### config.mk
export PLATFORM = sky130hd
export DESIGN_NAME = pq_top
export DESIGN_NICKNAME = d
export VERILOG_FILES = /design/src/common/pq_pkg.sv /design/src/common/pq_if.sv /design/src/hw/pq_cmd_ctrl.sv /design/src/hw/pq_stat_regs.sv /design/src/hw/pq_top.sv /design/src/register_array/pq_register_array.sv
export SDC_FILE = /design/constraint.sdc
export NUM_CORES = 1
export LEC_CHECK = 0
export BUFFER_PORTS_ARGS = -buffer_cell sky130_fd_sc_hd__buf_4
export CAP_MARGIN = 0
export CORE_MARGIN = 2
export CORE_UTILIZATION = 24
export CTS_CLUSTER_SIZE = 24
export DETAILED_ROUTE_END_ITERATION = 8
export PLACE_DENSITY_LB_ADDON = 0.15
export SETUP_SLACK_MARGIN = 0.1
export SLEW_MARGIN = 40
export SYNTH_ARGS = -nofsm -noshare
export SYNTH_HDL_FRONTEND = slang
export SYNTH_SLANG_ARGS = --single-unit
### constraint.sdc
create_clock -name i_CLK -period 9.6 [get_ports i_CLK]
set_input_delay 1.44 -clock i_CLK [delete_from_list [all_inputs] [get_ports i_CLK]]
set_output_delay 1.44 -clock i_CLK [all_outputs]
set_load 0.02 [all_outputs]
### src/common/pq_pkg.sv
`default_nettype none

package pq_pkg;

  // --------------------
  // Sizing
  // --------------------
  localparam int PQ_DEPTH   = 8;                     // Slot count, must be even
  localparam int PQ_WIDTH   = 16;                    // Key bits
  localparam int PQ_PAIRS   = PQ_DEPTH / 2;          // Compare-exchange pairs
  localparam int CNT_WIDTH  = $clog2(PQ_DEPTH) + 1;  // Holds 0 .. PQ_DEPTH
  localparam int STAT_WIDTH = 16;                    // Event counter bits

  // --------------------
  // Types
  // --------------------
  typedef logic [PQ_WIDTH-1:0]   pq_key_t;   // Zero marks an empty slot
  typedef logic [CNT_WIDTH-1:0]  pq_cnt_t;   // Occupancy
  typedef logic [STAT_WIDTH-1:0] pq_stat_t;  // Saturating event count

  // Statistics register map
  typedef enum logic [1:0] {
    REG_OCC = 2'd0,  // Current occupancy
    REG_OVF = 2'd1,  // Refused inserts while full
    REG_UNF = 2'd2,  // Refused removes while empty
    REG_HWM = 2'd3   // Peak occupancy
  } pq_reg_addr_e;

endpackage

`default_nettype wire

### src/common/pq_if.sv
`default_nettype none
`timescale 1ns/1ps

// Command path between front end and array
interface pq_op_if import pq_pkg::*; ();
  logic    push;   // Insert strobe
  logic    pop;    // Remove strobe, with push means replace
  pq_key_t key;    // Key for insert or replace
  logic    full;   // Level
  logic    empty;  // Level
  pq_key_t head;   // Largest stored key
  pq_cnt_t occ;    // Stored key count

  modport ctrl (
    output push, pop, key,
    input  full, empty
  );

  modport array (
    input  push, pop, key,
    output full, empty, head, occ
  );
endinterface

// Refusal events, one-cycle pulses
interface pq_evt_if ();
  logic ovf;  // Insert refused while full
  logic unf;  // Remove refused while empty

  modport ctrl (output ovf, unf);
  modport stat (input ovf, unf);
endinterface

`default_nettype wire

### src/hw/pq_cmd_ctrl.sv
`default_nettype none
`timescale 1ns/1ps

module pq_cmd_ctrl import pq_pkg::*; (
  // Raw command strobes
  input  var logic    i_push,  // Insert request
  input  var logic    i_pop,   // Remove request
  input  var pq_key_t i_key,   // Key to store
  // Legal command to array
  pq_op_if.ctrl       op,
  // Refusal pulses to statistics
  pq_evt_if.ctrl      evt
);

  // --------------------
  // Request cleanup
  // --------------------
  logic key_ok;    // Nonzero key
  logic want_ins;  // Insert half of the command survives
  logic want_rem;  // Remove half of the command

  assign key_ok   = (i_key != '0);
  assign want_ins = i_push && key_ok;  // Zero key drops the insert half
  assign want_rem = i_pop;
  assign op.key   = i_key;             // Key passes straight through

  // --------------------
  // Legality
  // --------------------
  always_comb begin : legal_chk
    op.push = 1'b0;
    op.pop  = 1'b0;
    evt.ovf = 1'b0;
    evt.unf = 1'b0;
    case ({want_ins, want_rem})
      2'b10: begin  // Insert
        if (op.full) begin
          evt.ovf = 1'b1;  // Dropped, no room
        end else begin
          op.push = 1'b1;
        end
      end
      2'b01: begin  // Remove, or replace with zero key
        if (op.empty) begin
          evt.unf = 1'b1;  // Dropped, nothing to discard
        end else begin
          op.pop = 1'b1;
        end
      end
      2'b11: begin  // Replace
        op.push = 1'b1;
        op.pop  = !op.empty;  // Empty queue turns it into an insert
      end
      default: begin
        // Idle or zero-key insert
      end
    endcase
  end

endmodule

`default_nettype wire

### src/hw/pq_stat_regs.sv
`default_nettype none
`timescale 1ns/1ps

module pq_stat_regs import pq_pkg::*; (
  input  var logic                  i_CLK,        // Clock
  input  var logic                  i_RSTn,       // Async reset, active low
  input  var pq_cnt_t               i_occ,        // Occupancy from array
  pq_evt_if.stat                    evt,          // Refusal pulses
  input  var logic                  i_stat_clr,   // Clear counters
  input  var pq_reg_addr_e          i_reg_addr,   // Register select
  output var logic [STAT_WIDTH-1:0] o_reg_rdata   // Selected value
);

  // --------------------
  // Counters
  // --------------------
  pq_stat_t ovf_cnt_q;  // Saturating
  pq_stat_t unf_cnt_q;  // Saturating
  pq_cnt_t  hwm_q;      // Peak seen up to last edge
  pq_cnt_t  hwm_now;    // Peak including current occupancy

  // Current occupancy counts toward the peak right away
  assign hwm_now = (i_occ > hwm_q) ? i_occ : hwm_q;

  always_ff @(posedge i_CLK or negedge i_RSTn) begin
    if (!i_RSTn) begin
      ovf_cnt_q <= '0;
      unf_cnt_q <= '0;
      hwm_q     <= '0;
    end else if (i_stat_clr) begin  // Wins over same-cycle events
      ovf_cnt_q <= '0;
      unf_cnt_q <= '0;
      hwm_q     <= i_occ;           // Restart peak from present level
    end else begin
      if (evt.ovf && (ovf_cnt_q != '1)) begin
        ovf_cnt_q <= ovf_cnt_q + 1'b1;
      end
      if (evt.unf && (unf_cnt_q != '1)) begin
        unf_cnt_q <= unf_cnt_q + 1'b1;
      end
      hwm_q <= hwm_now;
    end
  end

  // --------------------
  // Read mux
  // --------------------
  always_comb begin : rd_mux
    case (i_reg_addr)
      REG_OCC: o_reg_rdata = pq_stat_t'(i_occ);    // Zero-extended
      REG_OVF: o_reg_rdata = ovf_cnt_q;
      REG_UNF: o_reg_rdata = unf_cnt_q;
      REG_HWM: o_reg_rdata = pq_stat_t'(hwm_now);  // Zero-extended
      default: o_reg_rdata = '0;
    endcase
  end

endmodule

`default_nettype wire

### src/hw/pq_top.sv
`default_nettype none
`timescale 1ns/1ps

module pq_top import pq_pkg::*; (
  input  var logic       i_CLK,        // Clock
  input  var logic       i_RSTn,       // Async reset, active low
  // Commands
  input  var logic       i_push,       // Insert strobe
  input  var logic       i_pop,        // Remove strobe
  input  var pq_key_t    i_key,        // Key for insert or replace
  // Queue status
  output var pq_key_t    o_head,       // Largest key, 0 when empty
  output var logic       o_full,
  output var logic       o_empty,
  // Statistics access
  input  var logic [1:0] i_reg_addr,   // See pq_reg_addr_e
  input  var logic       i_stat_clr,   // Clear pulse
  output var pq_stat_t   o_reg_rdata   // Combinational read
);

  pq_op_if  op_bus ();
  pq_evt_if evt_bus ();

  // --------------------
  // Front end
  // --------------------
  pq_cmd_ctrl u_cmd_ctrl (
    .i_push (i_push),
    .i_pop  (i_pop),
    .i_key  (i_key),
    .op     (op_bus.ctrl),
    .evt    (evt_bus.ctrl)
  );

  // Storage and sort network
  pq_register_array u_array (
    .i_CLK  (i_CLK),
    .i_RSTn (i_RSTn),
    .op     (op_bus.array)
  );

  // Side register block
  pq_stat_regs u_stat (
    .i_CLK       (i_CLK),
    .i_RSTn      (i_RSTn),
    .i_occ       (op_bus.occ),
    .evt         (evt_bus.stat),
    .i_stat_clr  (i_stat_clr),
    .i_reg_addr  (pq_reg_addr_e'(i_reg_addr)),
    .o_reg_rdata (o_reg_rdata)
  );

  assign o_head  = op_bus.head;
  assign o_full  = op_bus.full;
  assign o_empty = op_bus.empty;

endmodule

`default_nettype wire

### src/register_array/pq_register_array.sv
`default_nettype none
`timescale 1ns/1ps

module pq_register_array import pq_pkg::*; (
  input var logic i_CLK,   // Clock
  input var logic i_RSTn,  // Async reset, active low
  pq_op_if.array  op       // Legal commands in, status out
);

  // --------------------
  // Storage
  // --------------------
  pq_key_t slot_q   [PQ_DEPTH];  // Slot 0 is the head
  pq_key_t slot_mod [PQ_DEPTH];  // After the command is applied
  pq_key_t slot_d   [PQ_DEPTH];  // After both exchange stages
  pq_key_t pair_hi  [PQ_PAIRS];  // Larger of each even/odd pair
  pq_key_t pair_lo  [PQ_PAIRS];  // Smaller of each even/odd pair
  pq_cnt_t occ_q;
  pq_cnt_t occ_d;

  logic do_ins;  // Insert only
  logic do_rem;  // Remove only
  logic do_rep;  // Both strobes

  assign do_ins = op.push && !op.pop;
  assign do_rem = !op.push && op.pop;
  assign do_rep = op.push && op.pop;

  // Status straight from registers
  assign op.head  = slot_q[0];
  assign op.occ   = occ_q;
  assign op.full  = (occ_q == pq_cnt_t'(PQ_DEPTH));
  assign op.empty = (occ_q == '0);

  // --------------------
  // Command apply
  // --------------------
  always_comb begin : cmd_apply
    logic carry;  // No hole met yet
    slot_mod = slot_q;
    carry    = 1'b1;
    if (do_ins) begin
      for (int i = 1; i < PQ_DEPTH; i++) begin
        carry = carry && (slot_q[i-1] != '0);
        if (carry) begin
          slot_mod[i] = slot_q[i-1];  // Shift toward tail, first hole absorbs it
        end
      end
      slot_mod[0] = op.key;
    end else if (do_rem) begin
      slot_mod[0] = '0;  // Hole at head, refilled below
    end else if (do_rep) begin
      slot_mod[0] = op.key;  // Old head discarded
    end
  end

  // Stage 1, pairwise max/min on (0,1) (2,3) ...
  always_comb begin : pair_stage
    for (int p = 0; p < PQ_PAIRS; p++) begin
      if (slot_mod[2*p] >= slot_mod[2*p+1]) begin
        pair_hi[p] = slot_mod[2*p];
        pair_lo[p] = slot_mod[2*p+1];
      end else begin
        pair_hi[p] = slot_mod[2*p+1];
        pair_lo[p] = slot_mod[2*p];
      end
    end
  end

  // Stage 2, offset exchange on (1,2) (3,4) ...
  always_comb begin : offset_stage
    slot_d[0]          = pair_hi[0];           // Maximum lands at head
    slot_d[PQ_DEPTH-1] = pair_lo[PQ_PAIRS-1];  // Tail has no right partner
    for (int p = 0; p < PQ_PAIRS - 1; p++) begin
      if (pair_lo[p] >= pair_hi[p+1]) begin
        slot_d[2*p+1] = pair_lo[p];
        slot_d[2*p+2] = pair_hi[p+1];
      end else begin
        slot_d[2*p+1] = pair_hi[p+1];  // Larger moves toward head
        slot_d[2*p+2] = pair_lo[p];
      end
    end
  end

  // --------------------
  // Occupancy
  // --------------------
  always_comb begin : occ_next
    occ_d = occ_q;
    if (do_ins) begin
      occ_d = occ_q + 1'b1;
    end else if (do_rem) begin
      occ_d = occ_q - 1'b1;
    end
    // Replace keeps the count
  end

  always_ff @(posedge i_CLK or negedge i_RSTn) begin
    if (!i_RSTn) begin
      slot_q <= '{default: '0};  // All slots empty
      occ_q  <= '0;
    end else begin
      slot_q <= slot_d;
      occ_q  <= occ_d;
    end
  end

endmodule

`default_nettype wire

==> results of run 1 <==
==> worst max-delay path: stages <==
cell and delay, ps:
buf_4 110, or4_1 620, o41ai_2 380, buf_4 200, nand2b_1 130, inv_1 50, ha_1 320, o41a_1 220
nand2_1 460, buf_4 260, mux2i_1 310, inv_1 90, ha_1 310, a21oi_1 120, o21ai_0 120, a31oi_1 210
o21ai_0 200, a21oi_4 410, buf_4 380, mux2_2 420, ha_1 310, a211oi_1 210, o21ai_0 150, a21oi_1 260
nor3_1 90, a2111oi_2 330, buf_4 390, mux2_2 380
==> flip-flops by register name, indices dropped and copies added (netlist names) <==
name	cells
u_stat.ovf_cnt_q	16
u_stat.unf_cnt_q	16
u_stat.hwm_q	4
u_array.op.head	16
u_array.op.occ	4
u_array.slot_q	112
==> stage by stage <==
step	instance area (µm²)	utilization	hold WS, ps	cells
detailed placement	14100	0.264	566	2022
global route	14700	0.276	612	2056
global placement	14100	0.264	551	2022
floorplan	12900	-	524	1319
CTS	14700	0.275	579	2054
finish	14700	0.276	579	2056
==> cell families after synthesis <==
family | count (synthesis) | synth area share
adders and majority gates | 123 | 0.120
muxes | 278 | 0.237
xor gates and xnor gates | 26 | 0.0176
and+or+nand+nor | 294 | 0.116
DFF | 168 | 0.325
AOI/OAI and AO/OA | 245 | 0.123
buffers and inverters | 185 | 0.0621
==> routing by layer <==
| metal | track usage | up-vias |
|---|---|---|
| met5 | 0 | - |
| met3 | 0.0262 | 26 |
| met2 | 0.228 | 89 |
| met1 | 0.173 | 4792 |
| met4 | 0.0349 | 0 |
| li1 | - | 4874 |
==> placed cells by master, fill, tap and decap left out, types with 43 or more instances in the layout <==
cell type and n:
dfrtp_1 168, mux2_2 87, o21ai_0 61, nand3_1 43
buf_4 79, nor2_1 82, ha_1 122, mux2i_1 177
a21oi_1 53, inv_1 111
==> worst paths after layout <==
path	start	cells after the start	endpoint
min	u_stat.unf_cnt_q[8]$_DFFE_PN0P_	2	u_stat.unf_cnt_q[8]$_DFFE_PN0P_
min in group asynchronous	i_RSTn	1	u_stat.ovf_cnt_q[0]$_DFFE_PN0P_
max in group asynchronous	i_RSTn	4	u_array.slot_q[37]$_DFF_PN0_
max reg2reg	u_array.op.occ[1]$_DFFE_PN0P_	24	u_array.slot_q[86]$_DFF_PN0_
max	i_key[11]	28	u_array.slot_q[86]$_DFF_PN0_
min reg2reg	u_stat.unf_cnt_q[8]$_DFFE_PN0P_	2	u_stat.unf_cnt_q[8]$_DFFE_PN0P_
==> area by class of cell <==
| class | instances | area [µm²] | area share |
|---|---|---|---|
| well taps | 696 | 871 | 0.0591 |
| clock buffers | 17 | 425 | 0.0288 |
| clock inverters | 15 | 161 | 0.0109 |
| flip-flops and latches | 168 | 4200 | 0.285 |
| inverters | 111 | 417 | 0.0283 |
| repair buffers | 83 | 656 | 0.0445 |
| multi-input cells | 966 | 8010 | 0.543 |
==> flow_metrics.tcl, run 1 <==
set metrics [dict create \
    status "finished, final reports clean" \
    grt_pass1_wl_mm 58.7 \
    cts-root-buf "clkbuf_16" \
    synth_area_leaders "dfrtp_1 (33%), mux2i_1 (14%), ha_1 (12%)" \
    relSlewSlack 0.477 \
    die_h_um 236 \
    core.rowCount 85 \
    finalWirelength_mm 35.6 \
    grt_pass1_vias 10373 \
    met1_length_mm 16.8 \
    ys_ff_latch 168 \
    numPortBuffers 56 \
    postRouteAntennaNets 0 \
    wl_per_cell_um 17.3 \
    fin_crit_ps 8560 \
    slew_viol_final 0 \
    insertion_delay_ps 490 \
    gp_congestion 0.744 \
    dr_wl_met3_um 796 \
    grt_max_degree 61 \
    yosysTopAreaCell "dfrtp_1" \
    path_class "input port to flip-flop" \
    maxCapViolCount 0 \
    start_kind "input port" \
    fin_nets 1493 \
    async_reset_ff_frac 1.00 \
    drive_gt1_frac 0.173 \
    synth_ff_type "dfrtp_1" \
    yosysSeqAreaShare 0.325 \
    clk_pin_slew_ps 80 \
    vias_per_cell 4.76 \
    setup_viol 0 \
    cts_tree "built" \
    hpwl_mm 27.2 \
    core-area_um2 53500 \
    place_ws_ps 570 \
    fin_crit_sh 0.891 \
    drt_iter0_drc 376 \
    synth_nets 1465 \
    worstMarginPinSlew_ps 777 \
    hold_class "flip-flop to flip-flop" \
    hold_buffers 0 \
    ys.warnings.count 0 \
    htree_num_levels 4 \
    fin_worst_skew_ps 15.1 \
    highest_layer "met4" \
    cts-buffers-inserted 17 \
    gr-total-overflow 0 \
    nFillCells 5652 \
    antenna_cells 0 \
    synth-edff-count 0 \
    rsz0062_at_grt "no" \
    grt_usage 0.134 \
    fin_ws_ps 1040 \
    netlist_top_cells_count "mux2i_1 (177), dfrtp_1 (168), ha_1 (122)" \
    syn_to_final_growth_pct 14.1 \
    antenna_found_initial 0 \
    cts_setup_buffers 0 \
    drc 0 \
    synthesis.area_um2 12900 \
    dr_wl_met2_mm 17.7 \
    avgSynthCellArea_um2 9.80 \
    cp_max_fo 22 \
    ios 57 \
    clock-sinks 168 \
    setup_tns_ps 0 \
    initial_core_util 0.242 \
    vias 9781 \
    synth_most_common_cell "mux2i_1" \
    cts_resized 0 \
    syn_inst 1319 \
    yosys.cell_types.count 53 \
    synth_top_area_frac 0.325 \
    cts_max_path_buffers 2 \
    die_area_um2 55700 \
    die_w_um 236 \
    worst_ep_required_time_ps 9970 \
    rrSetupSlack_ps 2130 \
    firstDrtPassIters 5 \
    timing.fmax_ghz 0.117 \
    cp_data_arrival_time_ps 8930 \
    finalHoldViolations 0 \
    end_kind "flip-flop" \
]
Power of run 1 is left out: the tool's default activity adds up to more than one toggle a clock period on the data nets, which glitch-free logic cannot reach.
==> run 2, diff against run 1 <==
--- a/config.mk
+++ b/config.mk
@@ -13,7 +13,6 @@
 export DETAILED_ROUTE_END_ITERATION = 8
 export PLACE_DENSITY_LB_ADDON = 0.15
 export SETUP_SLACK_MARGIN = 0.1
-export SLEW_MARGIN = 40
 export SYNTH_ARGS = -nofsm -noshare
 export SYNTH_HDL_FRONTEND = slang
 export SYNTH_SLANG_ARGS = --single-unit
==> constraint.sdc (replaced) <==
create_clock -name i_CLK -period 6.9 [get_ports i_CLK]
set_input_delay 0 -clock i_CLK [delete_from_list [all_inputs] [get_ports i_CLK]]
set_output_delay 0 -clock i_CLK [all_outputs]
set_load 0.02 [all_outputs]
==> run 2 against run 1 <==
Against the previous run: sequential share of layout area shrank 1.4 points; utilization grew 1.4 points; global-route usage is essentially flat; critical path type unchanged; largest cell class unchanged.
==> flow_metrics.tcl, run 2 (synthesis results as in run 1) <==
set metrics [dict create \
    insertion_delay_ps 480 \
    rr_worst_depth 22 \
    wl_per_cell_um 17.3 \
    drt_iter0_drc 533 \
    slew_viol_final 0 \
    fin_crit_ps 6490 \
    rr_startpoint "u_array.op.head[10]$_DFF_PN0_" \
    antenna_found_initial 0 \
    grt_pass1_wl_mm 58.3 \
    path_class "input port to flip-flop" \
    finalWirelength_mm 36.4 \
    numPortBuffers 56 \
    core-area_um2 53500 \
    timing.fmax_ghz 0.154 \
    antenna_cells 0 \
    regMostFlops "u_array.slot_q" \
    grt_max_degree 73 \
    vias 9959 \
    postRouteAntennaNets 0 \
    firstDrtPassIters 5 \
    fin_crit_sh 0.940 \
    setup_tns_ps 0 \
    rrSetupSlack_ps 640 \
    mostFrequentLayoutCell "dfrtp_1" \
    grt_pass1_vias 10284 \
    ios 57 \
    rsz0062_at_grt "no" \
    setup_viol 0 \
    largest_reg_flops 112 \
    die_area_um2 55700 \
    cts-root-buf "clkbuf_16" \
    fin_nets 1545 \
    grt_usage 0.134 \
    worstMarginPinSlew_ps 928 \
    relSlewSlack 0.380 \
    end_kind "flip-flop" \
    die_h_um 236 \
    start_kind "input port" \
    die_w_um 236 \
    hpwl_mm 27.3 \
    clk_pin_slew_ps 70 \
    gp_congestion 0.779 \
    crit_path_top_delay_cell "or4_1" \
    htree_num_levels 4 \
    timing.rr.end "u_array.slot_q[92]$_DFF_PN0_" \
    maxCapViolCount 0 \
    slowest_delay_ps 570 \
    core.rowCount 85 \
    crit_top_cell "buf_4" \
    gr-total-overflow 0 \
    drc 0 \
    initial_core_util 0.242 \
    worst_ep_required_time_ps 7260 \
    clock-sinks 168 \
    fin_worst_skew_ps 13.5 \
    cp_max_fo 16 \
    drive_gt1_frac 0.207 \
    cts-buffers-inserted 17 \
    status "finished, final reports clean" \
    cts_tree "built" \
    cts_max_path_buffers 2 \
    cp_data_arrival_time_ps 6850 \
    vias_per_cell 4.72 \
    hold_class "input port to async pin" \
    syn_to_final_growth_pct 19.9 \
    finalHoldViolations 0 \
    layout_common_cells "dfrtp_1 (168), mux2i_1 (160), ha_1 (122), inv_1 (111), buf_4 (98)" \
]
[run 2: cell types whose count changed in the layout (fill, tap and decap cells not counted), moves of 5 or more]
cell / previous run / this run
a22oi_2: 0 / 5
mux2i_1: 177 / 160
dlygate4sd3_1: 0 / 18
mux2i_2: 0 / 15
o21ai_1: 1 / 9
inv_8: 6 / 1
o21ai_0: 61 / 55
buf_12: 2 / 10
buf_4: 79 / 98
a22oi_1: 32 / 27
[run 2: per-stage QoR]
stage               setup slack (ps)  cell area [µm²]  utilization  instances  hold WS (ps)
floorplan                        170            12900            -       1319          -296
global placement                 283            14300        0.267       2034          79.5
detailed placement               258            14300        0.267       2034          81.1
CTS                              181            15000        0.281       2084           101
global route                    86.9            15500        0.290       2108           125
finish                           412            15500        0.290       2108          87.1
[run 2: critical path: cells and delay by family]
kind                     cells  cell delay, ps
AO/OA/AOI/OAI               11            2300
adder cells (fa/ha/maj)      3             780
buffers and inverters        9            1820
multiplexers                 3             920
AND/OR/NAND/NOR              4            1020
[run 2: worst max-delay path by stage]
stage | from | to | slack (ps) | depth (start not counted)
6_report | i_key[3] | u_array.slot_q[92]$_DFF_PN0_ | 410 | 30
5_1_grt | i_key[3] | u_array.slot_q[88]$_DFF_PN0_ | 90 | 30
4_1_cts | i_key[8] | u_array.slot_q[94]$_DFF_PN0_ | 180 | 30
3_5_place_dp | i_key[8] | u_array.slot_q[80]$_DFF_PN0_ | 260 | 29
3_3_place_gp | i_key[8] | u_array.slot_q[80]$_DFF_PN0_ | 280 | 29
2_1_floorplan | i_key[8] | u_array.slot_q[100]$_DFF_PN0_ | 170 | 27
[run 2: per-layer routing]
| metal | share of wire | GRT usage | vias to the layer above |
|---|---|---|---|
| met5 | 0 | 0 | - |
| met4 | 0.0097 | 0.0315 | 0 |
| met3 | 0.024 | 0.0273 | 18 |
| met2 | 0.49 | 0.227 | 85 |
| met1 | 0.47 | 0.174 | 4888 |
| li1 | - | - | 4968 |
[run 2: what timing repair did]
item | in CTS | in global routing
resized for setup | 0 | 50
buffers inserted | 0 | 21
setup endpoints to repair | 0 | 96
hold endpoints to repair | 118 | 0
hold buffers | 18 | 0
[run 2: layout make-up]
cell class / instances / area (µm²)
timing repair buffer: 135 / 1270
inverter: 111 / 417
multi-input combinational: 966 / 8170
fill: 5621 / 38000
clock inverter: 14 / 138
sequential: 168 / 4200
clock buffer: 18 / 429
tap: 696 / 871
Power of run 2 is left out for the same reason.
==> run 3, diff against run 2 <==
==> constraint.sdc (replaced) <==
create_clock -name i_CLK -period 8.1 [get_ports i_CLK]
set_input_delay 0 -clock i_CLK [delete_from_list [all_inputs] [get_ports i_CLK]]
set_output_delay 0 -clock i_CLK [all_outputs]
set_load 0.02 [all_outputs]
==> run 3 against run 2 <==
Against the previous run: clock-buffer cell count up 3; cell count fell by 1.9%; routed wire length fell by 1.7%; non-clock buffer count is 38 lower; setup slack better by 280 ps; utilization is 1.1 points lower; critical path type unchanged.
==> flow_metrics.tcl, run 3 (synthesis results as in run 1) <==
set metrics [dict create \
    status "finished, final reports clean" \
    fin_worst_skew_ps 13.7 \
    vias 9781 \
    mostFrequentLayoutCell "mux2i_1" \
    firstDrtPassIters 5 \
    core.rowCount 85 \
    clock-sinks 168 \
    slew_viol_final 0 \
    regMostFlops "u_array.slot_q" \
    hold_class "input port to async pin" \
    vias_per_cell 4.73 \
    grt_pass1_vias 10259 \
    cts_max_path_buffers 2 \
    fin_crit_sh 0.915 \
    cp_data_arrival_time_ps 7780 \
    drc 0 \
    start_kind "input port" \
    gr-total-overflow 0 \
    rrSetupSlack_ps 810 \
    rr_worst_depth 24 \
    end_kind "flip-flop" \
    ios 57 \
    cts_tree "built" \
    worstMarginPinSlew_ps 1230 \
    cts-root-buf "clkbuf_16" \
    die_h_um 236 \
    setup_tns_ps 0 \
    cp_max_fo 25 \
    crit_start "i_key[9]" \
    cts_resized 0 \
    maxCapViolCount 0 \
    grt_max_degree 61 \
    antenna_found_initial 0 \
    die_w_um 236 \
    hpwl_mm 27.2 \
    wl_per_cell_um 17.3 \
    grt_pass1_wl_mm 58.6 \
    setup_viol 0 \
    fin_nets 1507 \
    rsz0062_at_grt "no" \
    relSlewSlack 0.179 \
    worst_ep_required_time_ps 8470 \
    htree_num_levels 4 \
    timing.fmax_ghz 0.135 \
    core-area_um2 53500 \
    rr_startpoint "u_array.op.occ[0]$_DFFE_PN0P_" \
    finalHoldViolations 0 \
    largest_reg_flops 112 \
    grt_usage 0.134 \
    drive_gt1_frac 0.163 \
    gp_congestion 0.762 \
    drt_iter0_drc 540 \
    postRouteAntennaNets 0 \
    numPortBuffers 56 \
    antenna_cells 0 \
    fin_crit_ps 7410 \
    initial_core_util 0.242 \
    insertion_delay_ps 490 \
    path_class "input port to flip-flop" \
    clk_pin_slew_ps 70 \
    cts-buffers-inserted 17 \
    layout_common_cells "mux2i_1 (177), dfrtp_1 (168), ha_1 (122), inv_1 (111), mux2_2 (87)" \
    syn_to_final_growth_pct 15.2 \
    finalWirelength_mm 35.8 \
    die_area_um2 55700 \
]
-- run 3: changes by cell type in the layout (fill, tap and decap cells not counted), moves of 3 or more --
cell	before	now
o21ai_0	55	61
mux2i_1	160	177
buf_4	98	77
clkbuf_16	20	17
o21ai_1	9	3
inv_6	5	2
buf_12	10	1
a22oi_2	5	0
mux2i_2	15	0
a22oi_1	27	32
-- run 3: worst paths after layout --
| kind | endpoint |
|---|---|
| hold reg to reg | u_stat.unf_cnt_q[6]$_DFFE_PN0P_ |
| hold / removal | u_stat.ovf_cnt_q[2]$_DFFE_PN0P_ |
| min in group i_CLK | u_stat.unf_cnt_q[7]$_DFFE_PN0P_ |
| setup reg to reg | u_array.slot_q[44]$_DFF_PN0_ |
| max in group asynchronous | u_array.slot_q[44]$_DFF_PN0_ |
| setup / recovery | u_array.slot_q[84]$_DFF_PN0_ |
-- run 3: final cells by class --
| class | count | area, µm² |
|---|---|---|
| Sequential cell | 168 | 4200 |
| Fill cell | 5588 | 38600 |
| Multi-Input combinational cell | 966 | 7990 |
| Tap cell | 696 | 871 |
| Clock buffer | 21 | 470 |
| Timing Repair Buffer | 97 | 790 |
| Inverter | 111 | 417 |
| Clock inverter | 10 | 143 |
-- run 3: timing repair --
item	4_1_cts	5_1_grt
endpoints found under the hold margin	107	0
hold buffers	18	0
buffers inserted	0	0
-- run 3: critical path: stages --
cell and delay, ps:
dlygate4sd3_1 550, buf_4 150, or4_1 580, o41ai_2 390, buf_4 190, nand2b_1 130, inv_1 50, ha_1 310
o41a_1 230, nand2_1 540, mux2i_1 350, inv_1 80, ha_1 310, a21o_1 160, a21o_1 170, a21oi_1 210
o21ai_0 220, a21oi_4 330, buf_4 450, mux2_2 410, ha_1 290, a21o_1 180, a21o_1 160, a21oi_1 130
nor2_1 70, a2111oi_2 400, buf_4 370, mux2_2 370
-- run 3: metal layers --
| layer | GRT usage | part of all wire | up-vias |
|---|---|---|---|
| li1 | - | - | 4890 |
| met1 | 0.175 | 0.47 | 4762 |
| met2 | 0.224 | 0.49 | 109 |
| met3 | 0.0317 | 0.031 | 20 |
| met4 | 0.0315 | 0.010 | 0 |
| met5 | 0 | 0 | - |
-- run 3: per-stage QoR --
| stage | setup WS (ps) | hold WS, ps | cells | utilization | area, µm² |
|---|---|---|---|---|---|
| after floorplan | 706 | -296 | 1319 | - | 12900 |
| after global placement | 831 | 27.4 | 2020 | 0.263 | 14100 |
| after global routing | 144 | 81.0 | 2069 | 0.278 | 14900 |
| final | 688 | 42.5 | 2069 | 0.278 | 14900 |
| after CTS | 730 | 32.8 | 2069 | 0.278 | 14900 |
| after detailed placement | 783 | 22.5 | 2020 | 0.263 | 14100 |
Power of run 3 is left out for the same reason.
